**src/queue_states_pkg.sv**
```systemverilog
/* Queue state store definitions */

`default_nettype none

package queue_states_pkg;

    //////////////////////////////////////////////////
    // Buffer geometry

    localparam int NUM_QUEUES = 8;
    localparam int QUEUE_W = $clog2(NUM_QUEUES);

    localparam int NUM_PAGES = 16;
    localparam int PAGE_W = $clog2(NUM_PAGES);

    localparam int WORDS_PER_PAGE = 8;
    localparam int WORD_W = $clog2(WORDS_PER_PAGE);

    localparam int BYTES_PER_WORD = 8;

    // Byte counters span the whole shared buffer
    localparam int OCC_W = $clog2(NUM_PAGES * WORDS_PER_PAGE * BYTES_PER_WORD);

    // Page lists, one region of NUM_PAGES slots per queue
    localparam int PAGE_LIST_DEPTH = NUM_QUEUES * NUM_PAGES;
    localparam int PAGE_LIST_ADDR_W = $clog2(PAGE_LIST_DEPTH);

    //////////////////////////////////////////////////
    // Pointer channel words

    localparam int TAIL_WORD_W = 1 + PAGE_W + WORD_W;

    // Head lookup word is {head_ptr, page_ptr}
    localparam int HEAD_WORD_W = WORD_W + PAGE_W;

    // Same tail channel word, seen by the writer and by the reader
    typedef union packed {
        struct packed {
            logic              malloc_approved;
            logic [PAGE_W-1:0] next_page_ptr;
            logic [WORD_W-1:0] new_tail_ptr;
        } wr;
        struct packed {
            logic              current_page_valid;
            logic [PAGE_W-1:0] current_page_ptr;
            logic [WORD_W-1:0] tail_ptr;
        } rd;
    } queue_tail_word_u;

endpackage

`default_nettype wire

```
**src/queue_occupancy.sv**
```systemverilog
/* Queue byte occupancy */

`timescale 1ns/100ps
`default_nettype none

module queue_occupancy
    import queue_states_pkg::*;
(
    input  wire logic                   enqueue_queue_occupancy_a4l,
    input  wire logic                   reset,

    // Enqueue write and occupancy read
    input  wire logic                   occ_awvalid,
    input  wire logic                   occ_wvalid,
    input  wire logic [QUEUE_W-1:0]     occ_awaddr,
    input  wire logic [OCC_W-1:0]       occ_wdata,
    // Write response is a fixed single-cycle pulse, no hold
    input  wire logic                   occ_bready,
    output var  logic                   occ_bvalid,
    input  wire logic                   occ_arvalid,
    input  wire logic [QUEUE_W-1:0]     occ_araddr,
    input  wire logic                   occ_rready,
    output var  logic                   occ_rvalid,
    output var  logic [OCC_W-1:0]       occ_rdata,

    // Dequeue byte stream
    input  wire logic                   deq_tvalid,
    input  wire logic [OCC_W-1:0]       deq_tdata,
    input  wire logic [QUEUE_W-1:0]     deq_tuser,

    output var  logic [NUM_QUEUES-1:0]  queue_empty
);

    logic [OCC_W-1:0]   occupancy [NUM_QUEUES];
    logic [OCC_W-1:0]   occ_next  [NUM_QUEUES];

    logic               enq_accept;
    logic               collide;

    // Enqueue held back one cycle after a collision
    logic               defer_valid;
    logic [QUEUE_W-1:0] defer_queue;
    logic [OCC_W-1:0]   defer_bytes;

    assign enq_accept = occ_awvalid && occ_wvalid;
    assign collide    = enq_accept && deq_tvalid && (occ_awaddr == deq_tuser);

    //////////////////////////////////////////////////
    // Counter update

    // Enqueue is skipped on collision and added back from the deferral register
    always_comb begin
        for (int q = 0; q < NUM_QUEUES; q++) begin
            occ_next[q] = occupancy[q]
                + ((enq_accept && !collide && occ_awaddr == QUEUE_W'(q)) ? occ_wdata : '0)
                + ((defer_valid && defer_queue == QUEUE_W'(q)) ? defer_bytes : '0)
                - ((deq_tvalid && deq_tuser == QUEUE_W'(q)) ? deq_tdata : '0);
        end
    end

    always_ff @(posedge enqueue_queue_occupancy_a4l) begin
        if (reset) begin
            occupancy   <= '{default: '0};
            occ_bvalid  <= 1'b0;
            defer_valid <= 1'b0;
        end else begin
            occupancy   <= occ_next;
            occ_bvalid  <= enq_accept;
            defer_valid <= collide;
        end
    end

    always_ff @(posedge enqueue_queue_occupancy_a4l) begin
        if (collide) begin
            defer_queue <= occ_awaddr;
            defer_bytes <= occ_wdata;
        end
    end

    //////////////////////////////////////////////////
    // Occupancy read

    always_ff @(posedge enqueue_queue_occupancy_a4l) begin
        if (reset) begin
            occ_rvalid <= 1'b0;
        end else if (occ_arvalid) begin
            occ_rvalid <= 1'b1;
        end else if (occ_rready) begin
            occ_rvalid <= 1'b0;
        end
    end

    // Data held while the response waits for rready
    always_ff @(posedge enqueue_queue_occupancy_a4l) begin
        if (occ_arvalid) begin
            occ_rdata <= occupancy[occ_araddr];
        end
    end

    // Empty flags straight off the counters
    always_comb begin
        for (int q = 0; q < NUM_QUEUES; q++) begin
            queue_empty[q] = ~|occupancy[q];
        end
    end

endmodule

`default_nettype wire

```
**src/queue_tail_pointers.sv**
```systemverilog
/* Queue tail pointers and page list append */

`timescale 1ns/100ps
`default_nettype none

module queue_tail_pointers
    import queue_states_pkg::*;
(
    input  wire logic                        enqueue_queue_occupancy_a4l,
    input  wire logic                        reset,

    input  wire logic                        tail_awvalid,
    input  wire logic                        tail_wvalid,
    input  wire logic [QUEUE_W-1:0]          tail_awaddr,
    input  wire logic [TAIL_WORD_W-1:0]      tail_wdata,
    input  wire logic                        tail_bready,
    output var  logic                        tail_bvalid,
    input  wire logic                        tail_arvalid,
    input  wire logic [QUEUE_W-1:0]          tail_araddr,
    input  wire logic                        tail_rready,
    output var  logic                        tail_rvalid,
    output var  logic [TAIL_WORD_W-1:0]      tail_rdata,

    // Page list write and tail read port of the page memory
    output var  logic                        page_wr_en,
    output var  logic [PAGE_LIST_ADDR_W-1:0] page_wr_addr,
    output var  logic [PAGE_W-1:0]           page_wr_data,
    output var  logic [PAGE_LIST_ADDR_W-1:0] tail_rd_addr,
    input  wire logic [PAGE_W-1:0]           tail_rd_page
);

    logic [WORD_W-1:0]     tail_ptrs [NUM_QUEUES];
    logic [PAGE_W-1:0]     wr_slot   [NUM_QUEUES];
    logic [NUM_QUEUES-1:0] list_empty;

    queue_tail_word_u      wr_word;
    queue_tail_word_u      rd_word;
    logic                  wr_accept;
    logic [PAGE_W-1:0]     wr_slot_p1;

    // Read response fields captured at the request
    logic [WORD_W-1:0]     tail_ptr_rd;
    logic                  page_valid_rd;

    assign wr_word    = tail_wdata;
    assign wr_accept  = tail_awvalid && tail_wvalid;
    assign wr_slot_p1 = wr_slot[tail_awaddr] + 1'b1;

    //////////////////////////////////////////////////
    // Tail write and page list append

    always_ff @(posedge enqueue_queue_occupancy_a4l) begin
        if (reset) begin
            tail_ptrs   <= '{default: '0};
            wr_slot     <= '{default: '0};
            list_empty  <= '1;
            tail_bvalid <= 1'b0;
            page_wr_en  <= 1'b0;
        end else begin
            page_wr_en <= wr_accept && wr_word.wr.malloc_approved;
            if (wr_accept) begin
                tail_ptrs[tail_awaddr] <= wr_word.wr.new_tail_ptr;
                tail_bvalid <= 1'b1;
                if (wr_word.wr.malloc_approved) begin
                    // First page stays in slot 0, later pages move the slot on
                    if (list_empty[tail_awaddr]) begin
                        list_empty[tail_awaddr] <= 1'b0;
                    end else begin
                        wr_slot[tail_awaddr] <= wr_slot_p1;
                    end
                end
            end else if (tail_bready) begin
                tail_bvalid <= 1'b0;
            end
        end
    end

    // Memory write lands one cycle after the channel write
    always_ff @(posedge enqueue_queue_occupancy_a4l) begin
        if (wr_accept) begin
            page_wr_data <= wr_word.wr.next_page_ptr;
            if (list_empty[tail_awaddr]) begin
                page_wr_addr <= {tail_awaddr, wr_slot[tail_awaddr]};
            end else begin
                page_wr_addr <= {tail_awaddr, wr_slot_p1};
            end
        end
    end

    //////////////////////////////////////////////////
    // Tail read

    assign tail_rd_addr = {tail_araddr, wr_slot[tail_araddr]};

    always_ff @(posedge enqueue_queue_occupancy_a4l) begin
        if (reset) begin
            tail_rvalid <= 1'b0;
        end else if (tail_arvalid) begin
            tail_rvalid <= 1'b1;
        end else if (tail_rready) begin
            tail_rvalid <= 1'b0;
        end
    end

    always_ff @(posedge enqueue_queue_occupancy_a4l) begin
        if (tail_arvalid) begin
            tail_ptr_rd   <= tail_ptrs[tail_araddr];
            page_valid_rd <= ~list_empty[tail_araddr];
        end
    end

    always_comb begin
        rd_word.rd.current_page_valid = page_valid_rd;
        rd_word.rd.current_page_ptr   = tail_rd_page;
        rd_word.rd.tail_ptr           = tail_ptr_rd;
    end

    assign tail_rdata = rd_word;

endmodule

`default_nettype wire

```
**src/queue_head_pointers.sv**
```systemverilog
/* Queue head pointer lookup */

`timescale 1ns/100ps
`default_nettype none

module queue_head_pointers
    import queue_states_pkg::*;
(
    input  wire logic                        enqueue_queue_occupancy_a4l,
    input  wire logic                        reset,

    input  wire logic                        head_arvalid,
    input  wire logic [QUEUE_W-1:0]          head_araddr,
    input  wire logic                        head_rready,
    output var  logic                        head_rvalid,
    output var  logic [HEAD_WORD_W-1:0]      head_rdata,

    // Second read port of the page memory
    output var  logic [PAGE_LIST_ADDR_W-1:0] head_rd_addr,
    input  wire logic [PAGE_W-1:0]           head_rd_page
);

    logic [WORD_W-1:0] head_ptrs [NUM_QUEUES];
    logic [PAGE_W-1:0] rd_slot   [NUM_QUEUES];

    logic              lookup_s0;
    logic [WORD_W-1:0] head_ptr_s0;
    logic [WORD_W-1:0] head_ptr_s1;

    assign head_rd_addr = {head_araddr, rd_slot[head_araddr]};

    //////////////////////////////////////////////////
    // Stage 0, pointer capture and advance

    always_ff @(posedge enqueue_queue_occupancy_a4l) begin
        if (reset) begin
            head_ptrs <= '{default: '0};
            rd_slot   <= '{default: '0};
            lookup_s0 <= 1'b0;
        end else begin
            lookup_s0 <= head_arvalid;
            if (head_arvalid) begin
                head_ptrs[head_araddr] <= head_ptrs[head_araddr] + 1'b1;
                // Last word of the page, move on to the next page in the list
                if (head_ptrs[head_araddr] == WORD_W'(WORDS_PER_PAGE - 1)) begin
                    rd_slot[head_araddr] <= rd_slot[head_araddr] + 1'b1;
                end
            end
        end
    end

    always_ff @(posedge enqueue_queue_occupancy_a4l) begin
        if (head_arvalid) begin
            head_ptr_s0 <= head_ptrs[head_araddr];
        end
    end

    //////////////////////////////////////////////////
    // Stage 1, lines up with the second memory stage

    always_ff @(posedge enqueue_queue_occupancy_a4l) begin
        if (lookup_s0) begin
            head_ptr_s1 <= head_ptr_s0;
        end
    end

    always_ff @(posedge enqueue_queue_occupancy_a4l) begin
        if (reset) begin
            head_rvalid <= 1'b0;
        end else if (lookup_s0) begin
            head_rvalid <= 1'b1;
        end else if (head_rready) begin
            head_rvalid <= 1'b0;
        end
    end

    assign head_rdata = {head_ptr_s1, head_rd_page};

endmodule

`default_nettype wire

```
**src/page_pointer_ram.sv**
```systemverilog
/* Page list memory */

`timescale 1ns/100ps
`default_nettype none

module page_pointer_ram
    import queue_states_pkg::*;
(
    input  wire logic                        enqueue_queue_occupancy_a4l,

    input  wire logic                        wr_en,
    input  wire logic [PAGE_LIST_ADDR_W-1:0] wr_addr,
    input  wire logic [PAGE_W-1:0]           wr_data,

    // Tail side, one registered stage
    input  wire logic [PAGE_LIST_ADDR_W-1:0] rd_a_addr,
    output var  logic [PAGE_W-1:0]           rd_a_data,

    // Head side, two registered stages
    input  wire logic [PAGE_LIST_ADDR_W-1:0] rd_b_addr,
    output var  logic [PAGE_W-1:0]           rd_b_data
);

    logic [PAGE_W-1:0] mem [PAGE_LIST_DEPTH] = '{default: '0};
    logic [PAGE_W-1:0] rd_b_stage;

    always_ff @(posedge enqueue_queue_occupancy_a4l) begin
        if (wr_en) begin
            mem[wr_addr] <= wr_data;
        end
        rd_a_data  <= mem[rd_a_addr];
        rd_b_stage <= mem[rd_b_addr];
        rd_b_data  <= rd_b_stage;
    end

endmodule

`default_nettype wire

```
**src/queue_states_top.sv**
```systemverilog
/* Queue state store */

`timescale 1ns/100ps
`default_nettype none

module queue_states_top
    import queue_states_pkg::*;
(
    input  wire logic                   enqueue_queue_occupancy_a4l,
    input  wire logic                   reset,

    // Occupancy channel
    input  wire logic                   occ_awvalid,
    input  wire logic                   occ_wvalid,
    input  wire logic [QUEUE_W-1:0]     occ_awaddr,
    input  wire logic [OCC_W-1:0]       occ_wdata,
    input  wire logic                   occ_bready,
    output wire logic                   occ_bvalid,
    input  wire logic                   occ_arvalid,
    input  wire logic [QUEUE_W-1:0]     occ_araddr,
    input  wire logic                   occ_rready,
    output wire logic                   occ_rvalid,
    output wire logic [OCC_W-1:0]       occ_rdata,

    // Dequeue stream
    input  wire logic                   deq_tvalid,
    input  wire logic [OCC_W-1:0]       deq_tdata,
    input  wire logic [QUEUE_W-1:0]     deq_tuser,

    // Tail pointer channel
    input  wire logic                   tail_awvalid,
    input  wire logic                   tail_wvalid,
    input  wire logic [QUEUE_W-1:0]     tail_awaddr,
    input  wire logic [TAIL_WORD_W-1:0] tail_wdata,
    input  wire logic                   tail_bready,
    output wire logic                   tail_bvalid,
    input  wire logic                   tail_arvalid,
    input  wire logic [QUEUE_W-1:0]     tail_araddr,
    input  wire logic                   tail_rready,
    output wire logic                   tail_rvalid,
    output wire logic [TAIL_WORD_W-1:0] tail_rdata,

    // Head pointer lookup channel
    input  wire logic                   head_arvalid,
    input  wire logic [QUEUE_W-1:0]     head_araddr,
    input  wire logic                   head_rready,
    output wire logic                   head_rvalid,
    output wire logic [HEAD_WORD_W-1:0] head_rdata,

    output wire logic [NUM_QUEUES-1:0]  queue_empty
);

    wire logic                        page_wr_en;
    wire logic [PAGE_LIST_ADDR_W-1:0] page_wr_addr;
    wire logic [PAGE_W-1:0]           page_wr_data;
    wire logic [PAGE_LIST_ADDR_W-1:0] tail_rd_addr;
    wire logic [PAGE_W-1:0]           tail_rd_page;
    wire logic [PAGE_LIST_ADDR_W-1:0] head_rd_addr;
    wire logic [PAGE_W-1:0]           head_rd_page;

    queue_occupancy u_queue_occupancy (
        .enqueue_queue_occupancy_a4l (enqueue_queue_occupancy_a4l),
        .reset       (reset),
        .occ_awvalid (occ_awvalid),
        .occ_wvalid  (occ_wvalid),
        .occ_awaddr  (occ_awaddr),
        .occ_wdata   (occ_wdata),
        .occ_bready  (occ_bready),
        .occ_bvalid  (occ_bvalid),
        .occ_arvalid (occ_arvalid),
        .occ_araddr  (occ_araddr),
        .occ_rready  (occ_rready),
        .occ_rvalid  (occ_rvalid),
        .occ_rdata   (occ_rdata),
        .deq_tvalid  (deq_tvalid),
        .deq_tdata   (deq_tdata),
        .deq_tuser   (deq_tuser),
        .queue_empty (queue_empty)
    );

    queue_tail_pointers u_queue_tail_pointers (
        .enqueue_queue_occupancy_a4l (enqueue_queue_occupancy_a4l),
        .reset        (reset),
        .tail_awvalid (tail_awvalid),
        .tail_wvalid  (tail_wvalid),
        .tail_awaddr  (tail_awaddr),
        .tail_wdata   (tail_wdata),
        .tail_bready  (tail_bready),
        .tail_bvalid  (tail_bvalid),
        .tail_arvalid (tail_arvalid),
        .tail_araddr  (tail_araddr),
        .tail_rready  (tail_rready),
        .tail_rvalid  (tail_rvalid),
        .tail_rdata   (tail_rdata),
        .page_wr_en   (page_wr_en),
        .page_wr_addr (page_wr_addr),
        .page_wr_data (page_wr_data),
        .tail_rd_addr (tail_rd_addr),
        .tail_rd_page (tail_rd_page)
    );

    queue_head_pointers u_queue_head_pointers (
        .enqueue_queue_occupancy_a4l (enqueue_queue_occupancy_a4l),
        .reset        (reset),
        .head_arvalid (head_arvalid),
        .head_araddr  (head_araddr),
        .head_rready  (head_rready),
        .head_rvalid  (head_rvalid),
        .head_rdata   (head_rdata),
        .head_rd_addr (head_rd_addr),
        .head_rd_page (head_rd_page)
    );

    page_pointer_ram u_page_pointer_ram (
        .enqueue_queue_occupancy_a4l (enqueue_queue_occupancy_a4l),
        .wr_en     (page_wr_en),
        .wr_addr   (page_wr_addr),
        .wr_data   (page_wr_data),
        .rd_a_addr (tail_rd_addr),
        .rd_a_data (tail_rd_page),
        .rd_b_addr (head_rd_addr),
        .rd_b_data (head_rd_page)
    );

endmodule

`default_nettype wire

```
**config.mk**
```make
export PLATFORM = sky130hd
export DESIGN_NAME = queue_states_top
export DESIGN_NICKNAME = d
export VERILOG_FILES = /design/src/queue_states_pkg.sv /design/src/queue_occupancy.sv /design/src/queue_tail_pointers.sv /design/src/queue_head_pointers.sv /design/src/page_pointer_ram.sv /design/src/queue_states_top.sv
export SDC_FILE = /design/constraint.sdc
export NUM_CORES = 2
export LEC_CHECK = 0
export ABC_AREA = 0
export BUFFER_PORTS_ARGS = -buffer_cell sky130_fd_sc_hd__buf_2
export CORE_MARGIN = 2
export CORE_UTILIZATION = 55
export CTS_CLUSTER_SIZE = 28
export DETAILED_ROUTE_END_ITERATION = 8
export PLACE_DENSITY = 0.71
export SYNTH_ARGS = -nofsm -noshare
export SYNTH_HDL_FRONTEND = slang
export SYNTH_SLANG_ARGS = --single-unit
```
**constraint.sdc**
```tcl
create_clock -name enqueue_queue_occupancy_a4l -period 11.6 [get_ports enqueue_queue_occupancy_a4l]
set_input_delay 2.32 -clock enqueue_queue_occupancy_a4l [delete_from_list [all_inputs] [get_ports enqueue_queue_occupancy_a4l]]
set_output_delay 2.32 -clock enqueue_queue_occupancy_a4l [all_outputs]
set_load 0.05 [all_outputs]
```
# Word-level counts from Yosys, hierarchy flattened
# Memory sizes are Yosys's and may differ from the RTL's. A register that Yosys moved wholly into a read port is not among the register bits.
# Index checks and enable logic that the tools add are counted.
[op_classes]
n_mux = 71
n_reduce_logical = 60
n_bitwise = 8
n_eq_ne = 23
n_addsub = 27
order_cmp = 9
[op_table]
columns = ["operator", "count"]
rows = [
  ["2-to-1 mux 10 bit", 26],
  ["adder 10 bit", 16],
  ["OR reduction 10 bit", 8],
  ["subtractor 10 bit", 8],
  ["bitwise mux 32 bit", 2],
  ["bitwise mux 24 bit", 2],
  ["equality test 3 bit, second input constant", 13],
  ["binary-select mux 4 bit (select 3 bit)", 3],
  ["2-to-1 mux 4 bit", 9],
  ["logical AND 1 bit", 33],
  ["binary-select mux 10 bit (select 3 bit)", 1],
  ["demux 4 bit (select 3 bit)", 2],
  ["binary-select mux 3 bit (select 3 bit)", 2],
  ["demux 3 bit (select 3 bit)", 2],
  ["equality test 3 x 2 -> 1 bit, second input constant", 6],
  ["2-to-1 mux 3 bit", 6],
  ["greater-or-equal comparator 4 bit, second input constant", 4],
  ["NOT 3 -> 4 bit", 4],
  ["2-to-1 mux 1 bit", 13],
  ["equality test 3 x 1 -> 1 bit, second input constant", 3],
  ["logical NOT 1 bit", 9],
  ["logical NOT 3 bit", 3],
  ["adder 4 x 1 -> 4 bit, second input constant", 2],
  ["bitwise AND 8 bit", 1],
  ["other kinds (12)", 20],
]
[word_totals]
inputBits = 61
mem_count = 1
elab_cells = 258
register_bits = 256
output_inout_bits = 38
ramBits = 512
[memory_table]
columns = ["name", "words", "width", "read_ports", "rd_ports_with_merged_regs", "wr", "line_no", "text"]
rows = [
  ["u_page_pointer_ram.mem", 128, 4, 2, 2, 1, "page_pointer_ram.sv:24", "logic [PAGE_W-1:0] mem [PAGE_LIST_DEPTH] = '{default: '0};"],
]

# Depth between registers and ports, before layout
[depth]
depth_word = 10
ltp_mapped = 21

# Hierarchy
# From an unflattened synthesis, not the netlist that was laid out.
[unflattened]
cells_unflattened = 3166
hier_area_um2 = 43603.1
[modules_own_cells]
columns = ["module", "instances", "area_per_inst_um2", "cells_each"]
rows = [
  ["page_pointer_ram", 1, 24345.8, 1125],
  ["queue_occupancy", 1, 11952.7, 1319],
  ["queue_tail_pointers", 1, 4256.6, 415],
  ["queue_head_pointers", 1, 3047.9, 307],
]

# Least setup slack after synthesis
# No wires, ideal clock.
[synth_timing]
path_type = "input -> register"
from = "in deq_tuser[0]"
to = "reg u_queue_occupancy.occupancy[79] (netlist bit)"
required_time_ns = 11.472
path_slack_ns = 4.132
t_arrival_ns = 7.341
setup_ns = 0.128
stages = 20
path_cell_list = "xor2_1 -> nor4_1 -> or3_1 -> nor3_1 -> and2_1 -> fa_1 -> inv_1 -> fa_1 -> inv_1 -> ha_1 -> fa_1 -> a21oi_1 -> nor2_1 -> nor2_1 -> o21bai_1 -> a21oi_1 -> o21bai_1 -> a21oi_1 -> xnor2_1 -> nor2_1"
[synth_via]
elab_chain_cells = 9
[synth_lines]
columns = ["element", "line_no", "text"]
rows = [
  ["start, declared", "queue_states_top.sv:28", "input wire logic [QUEUE_W-1:0] deq_tuser,"],
  ["equality test 3 bit", "queue_occupancy.sv:46", "assign collide = enq_accept && deq_tvalid && (occ_awaddr == deq_tuser);"],
  ["logical AND 1 bit", "queue_occupancy.sv:46", ""],
  ["named net u_queue_occupancy.collide", "queue_occupancy.sv:38", "logic collide;"],
  ["logical NOT 1 bit", "queue_occupancy.sv:55", "+ ((enq_accept && !collide && occ_awaddr == QUEUE_W'(q)) ? occ_wdata : '0)"],
  ["logical AND 1 bit (2 in a row)", "queue_occupancy.sv:55", ""],
  ["2-to-1 mux 10 bit", "queue_occupancy.sv:55", ""],
  ["adder 10 bit", "queue_occupancy.sv:55", ""],
  ["adder 10 bit", "queue_occupancy.sv:56", "+ ((defer_valid && defer_queue == QUEUE_W'(q)) ? defer_bytes : '0)"],
  ["subtractor 10 bit", "queue_occupancy.sv:57", "- ((deq_tvalid && deq_tuser == QUEUE_W'(q)) ? deq_tdata : '0);"],
  ["end signal, assigned", "queue_occupancy.sv:67", "occupancy <= occ_next;"],
  ["end, declared", "queue_occupancy.sv:34", "logic [OCC_W-1:0] occupancy [NUM_QUEUES];"],
]
# The timed path passes the listed nets, and every way through them passes these cells.
# A chain may end at the register's enable or synchronous reset.

# Worst setup path in the final report
[layout_timing]
from = "in tail_araddr[1]"
to = "reg u_page_pointer_ram.rd_a_data[0] (read register of u_page_pointer_ram.mem)"
[layout_via]
elab_chain_cells = 4
[layout_lines]
columns = ["element", "line_no", "text"]
rows = [
  ["start, declared", "queue_states_top.sv:38", "input wire logic [QUEUE_W-1:0] tail_araddr,"],
  ["NOT 3 -> 4 bit (implied by the code)", "queue_tail_pointers.sv:93", "assign tail_rd_addr = {tail_araddr, wr_slot[tail_araddr]};"],
  ["binary-select mux 4 bit (select 3 bit)", "queue_tail_pointers.sv:93", ""],
  ["2-to-1 mux 4 bit (implied by the code) (2 in a row)", "queue_tail_pointers.sv:93", ""],
  ["end, declared", "page_pointer_ram.sv:17", "output var logic [PAGE_W-1:0] rd_a_data,"],
]
# Several ways; a longest one is shown, not always the timed one. The select of a mux whose other input is x is not followed.

==> metrics <==
status=finished, final reports clean; Reg clk slew, reported paths=~60 ps; Max stage delay on crit path=a little over 900 ps; DRC Markers=0; FMAX=about 0.14 GHz; die height=around 290 µm; main combinational cell family by area after synthesis=simple AND/OR/NAND/NOR gates; # rows=103; area leader, netlist=edfxtp_1; Inserted Clock Buffers=85; die area=~0.082 mm²; startpoint type of the worst setup path=primary input; RSZ-0062 raised after global routing=no; Total Routing Usage GR=0.339; WHS Endpoint=u_page_pointer_ram.rd_b_data[1]; Critical-path top delay cell=a2111oi_0; met3 GRT Util=0.0913; # clock sinks=slightly below 800; post-CTS sizing=0; Die Width=286 µm; Starting Density=0.555; DR WL/cell=about 26 µm; GR Overflow Total=0; commonest non-fill, non-tap cells in the layout=nand2_1, edfxtp_1, inv_1, nor2_1, nand3_1; routed via count=around 34000; Post-CTS Hold Fix Bufs=0; Worst Setup Path Type=primary input to register; ys async rst share=0; Setup TNS=0 ps; mapped cell area=0.0438 mm²; fin. max-slew vios=0; Yosys top cell area share=0.381; mux cell area share after synthesis=0.0882; antenna-violating nets left=0; Yosys reg bits=between 700 and 800; Reg-to-Reg End=u_page_pointer_ram.rd_a_data[0]; Hold WC Path Type=register to register; peak supply drop=between 0.00015 and 0.0002 V; Post-synth EDFFs=between 500 and 600; Vias/cell=~6.4; GR Util met1=0.447; max-cap viol count=0; Max transition margin=0.0806; Req. time, crit path=between 10000 and 15000 ps; Synth warnings=0; final clock skew=between 30 and 40 ps; Compound-Gate Fraction of Synth Area=0.0829; Ports=around 100; Tot Pwr=7.71 mW; Tmin final=7350 ps; Top FF cell, synth=edfxtp_1; syn_area_per_cell=a little over 10 µm²; nets=~4600; sequential share of the synthesized area=0.482; Crit path max-delay family=simple AND/OR/NAND/NOR gates; CTS tree=done; Root Driver=clkbuf_16; xor/xnor cell area share of the yosys netlist=0.0206; first-pass GRT wire length=208 mm; period utilisation layout=0.633; Iteration-0 DRC Markers=around 4700; 1st-pass router iterations=6; IO buf count=97; Final setup viols=0; commonest non-fill, non-tap cell in the layout=nand2_1; cell count after synthesis=between 4000 and 5000; core area=just under 0.08 mm²; P&R area growth vs syn=9.83%; post-CTS setup repair buffer count=0; worst path cell trace=buf_2 -> nor2b_1 -> a22o_1 -> nor2_4 -> buf_12 -> mux4_2 -> nor2b_1 -> a2111oi_0 -> and4bb_1 -> nand3_1; Lkg Pwr=17.6 nW; Yosys cell types=76; Clock Latency Late Sink=between 600 and 700 ps; vias in the first global route=~33000; GR Layer Usage met2=0.507; Worst-Margin Slew=roughly 1400 ps; largest net degree at the start of global routing=between 100 and 150; Worst Path Buf+Inv=2; post-DP HPWL=roughly 92 mm; Synth area leaders=edfxtp_1, dfxtp_1, nand2_1; layer with the highest usage=met2; Crit Reg-Reg Startpoint=u_queue_tail_pointers.wr_slot[24]; initial antenna violation count=8; endpoints failing hold=0; Max FO, Critical Path=about 150; post-synthesis simple-gate area fraction=0.187; hold path cells=0; crit path capture type=register; layout cells sized above 1=0.105; Synth Area in Adders=0.0876; PD cells=~160 mW/mm²; htree depth=3; drt total wl=roughly 140 mm; Mapped Nets=4561; r2r setup slk=around 6400 ps; hold path startpoint=u_page_pointer_ram.rd_b_stage[1]; Critical Path AT=around 8000 ps; worst reg2reg path depth=9; CTS max path bufs=3; GPL Wtd Cong=roughly 1.0; most used cell, CP=nor2b_1
-- routing by layer --
layer  part of all wire  vias up  wire length (µm)
met1               0.36    16607             50700
met3               0.13      519             18200
met5            0.00036        -                50
met2               0.44     2326             60700
li1                   -    15012                 -
met4              0.068        8              9480
-- worst max path at each step --
| stage | start | to | slack [ps] | cells after the start |
|---|---|---|---|---|
| 3_5_place_dp | tail_araddr[1] | u_page_pointer_ram.rd_a_data[1] | 4280 | 10 |
| 2_1_floorplan | deq_tuser[0] | u_queue_occupancy.occupancy[79] | 4130 | 20 |
| 4_1_cts | tail_araddr[2] | u_page_pointer_ram.rd_a_data[1] | 4950 | 10 |
| 6_report | tail_araddr[1] | u_page_pointer_ram.rd_a_data[0] | 4250 | 10 |
| 3_3_place_gp | tail_araddr[2] | u_page_pointer_ram.rd_a_data[1] | 4310 | 10 |
| 5_1_grt | tail_araddr[2] | u_page_pointer_ram.rd_a_data[0] | 4600 | 10 |
-- area by class of cell --
class | count | area (µm²)
Antenna cell | 3 | 7.51
Clock buffer | 116 | 2410
Clock inverter | 42 | 563
Fill cell | 6449 | 30800
Inverter | 310 | 1170
Multi-Input combinational cell | 2941 | 20500
Sequential cell | 776 | 21100
Tap cell | 1050 | 1310
Timing Repair Buffer | 172 | 1070
-- registers in the layout, summed over array words and instances (netlist names), 4 cells and up --
signal                              cells
u_page_pointer_ram.mem                512
u_page_pointer_ram.rd_a_data            4
u_page_pointer_ram.rd_b_data            4
u_page_pointer_ram.rd_b_stage           4
u_queue_head_pointers.head_ptrs        24
u_queue_head_pointers.rd_slot          32
u_queue_occupancy.defer_bytes          10
u_queue_occupancy.occ_rdata            10
u_queue_occupancy.occupancy            80
u_queue_tail_pointers.list_empty        8
u_queue_tail_pointers.page_wr_addr      7
u_queue_tail_pointers.page_wr_data      4
u_queue_tail_pointers.tail_ptrs        24
u_queue_tail_pointers.wr_slot          32
-- cells by family (layout without fill, tap and decap cells) --
group,count (synthesis),in the layout
XOR/XNOR,103,103
AO/OA/AOI/OAI,547,547
multiplexers,264,264
other,0,3
buffers and inverters,563,640
adder cells (fa/ha/maj),220,220
AND/OR/NAND/NOR,1807,1807
flip-flops,776,776
-- synthesized netlist by cell type (19+ instances only) --
master	instances
clkbuf_1	128
a32oi_1	40
nand4_1	38
edfxtp_1	556
ha_1	76
mux2_2	26
and2_1	138
nor3_1	33
xnor2_1	77
mux2i_1	143
nor4_1	19
buf_1	41
xor2_1	26
mux4_2	95
a221oi_1	25
and3_1	49
inv_1	308
buf_2	64
o21bai_1	29
dfxtp_1	220
a22oi_1	30
nand2_1	831
nor2b_1	46
fa_1	144
o21ai_0	54
nand3_1	273
nand2b_1	22
a21o_1	19
a21oi_1	201
nor2_1	304
a31oi_1	41
-- power by group --
part	switching [mW]	total, mW	internal, mW
logic	0.961	1.63	0.667
registers	0.0993	3.19	3.09
clock network	1.18	2.89	1.71
-- through the flow --
step | hold WS (ps) | util | cells | setup slack [ps] | cell area [µm²]
detailed placement | 358 | 0.572 | 5249 | 4280 | 45100
CTS | 367 | 0.610 | 5407 | 4950 | 48100
finish | 373 | 0.610 | 5410 | 4250 | 48100
global placement | 375 | 0.572 | 5249 | 4310 | 45100
global route | 383 | 0.610 | 5408 | 4600 | 48100
floorplan | 310 | - | 4280 | 4130 | 43800
Note: power is estimated with default switching activity, not from simulation.
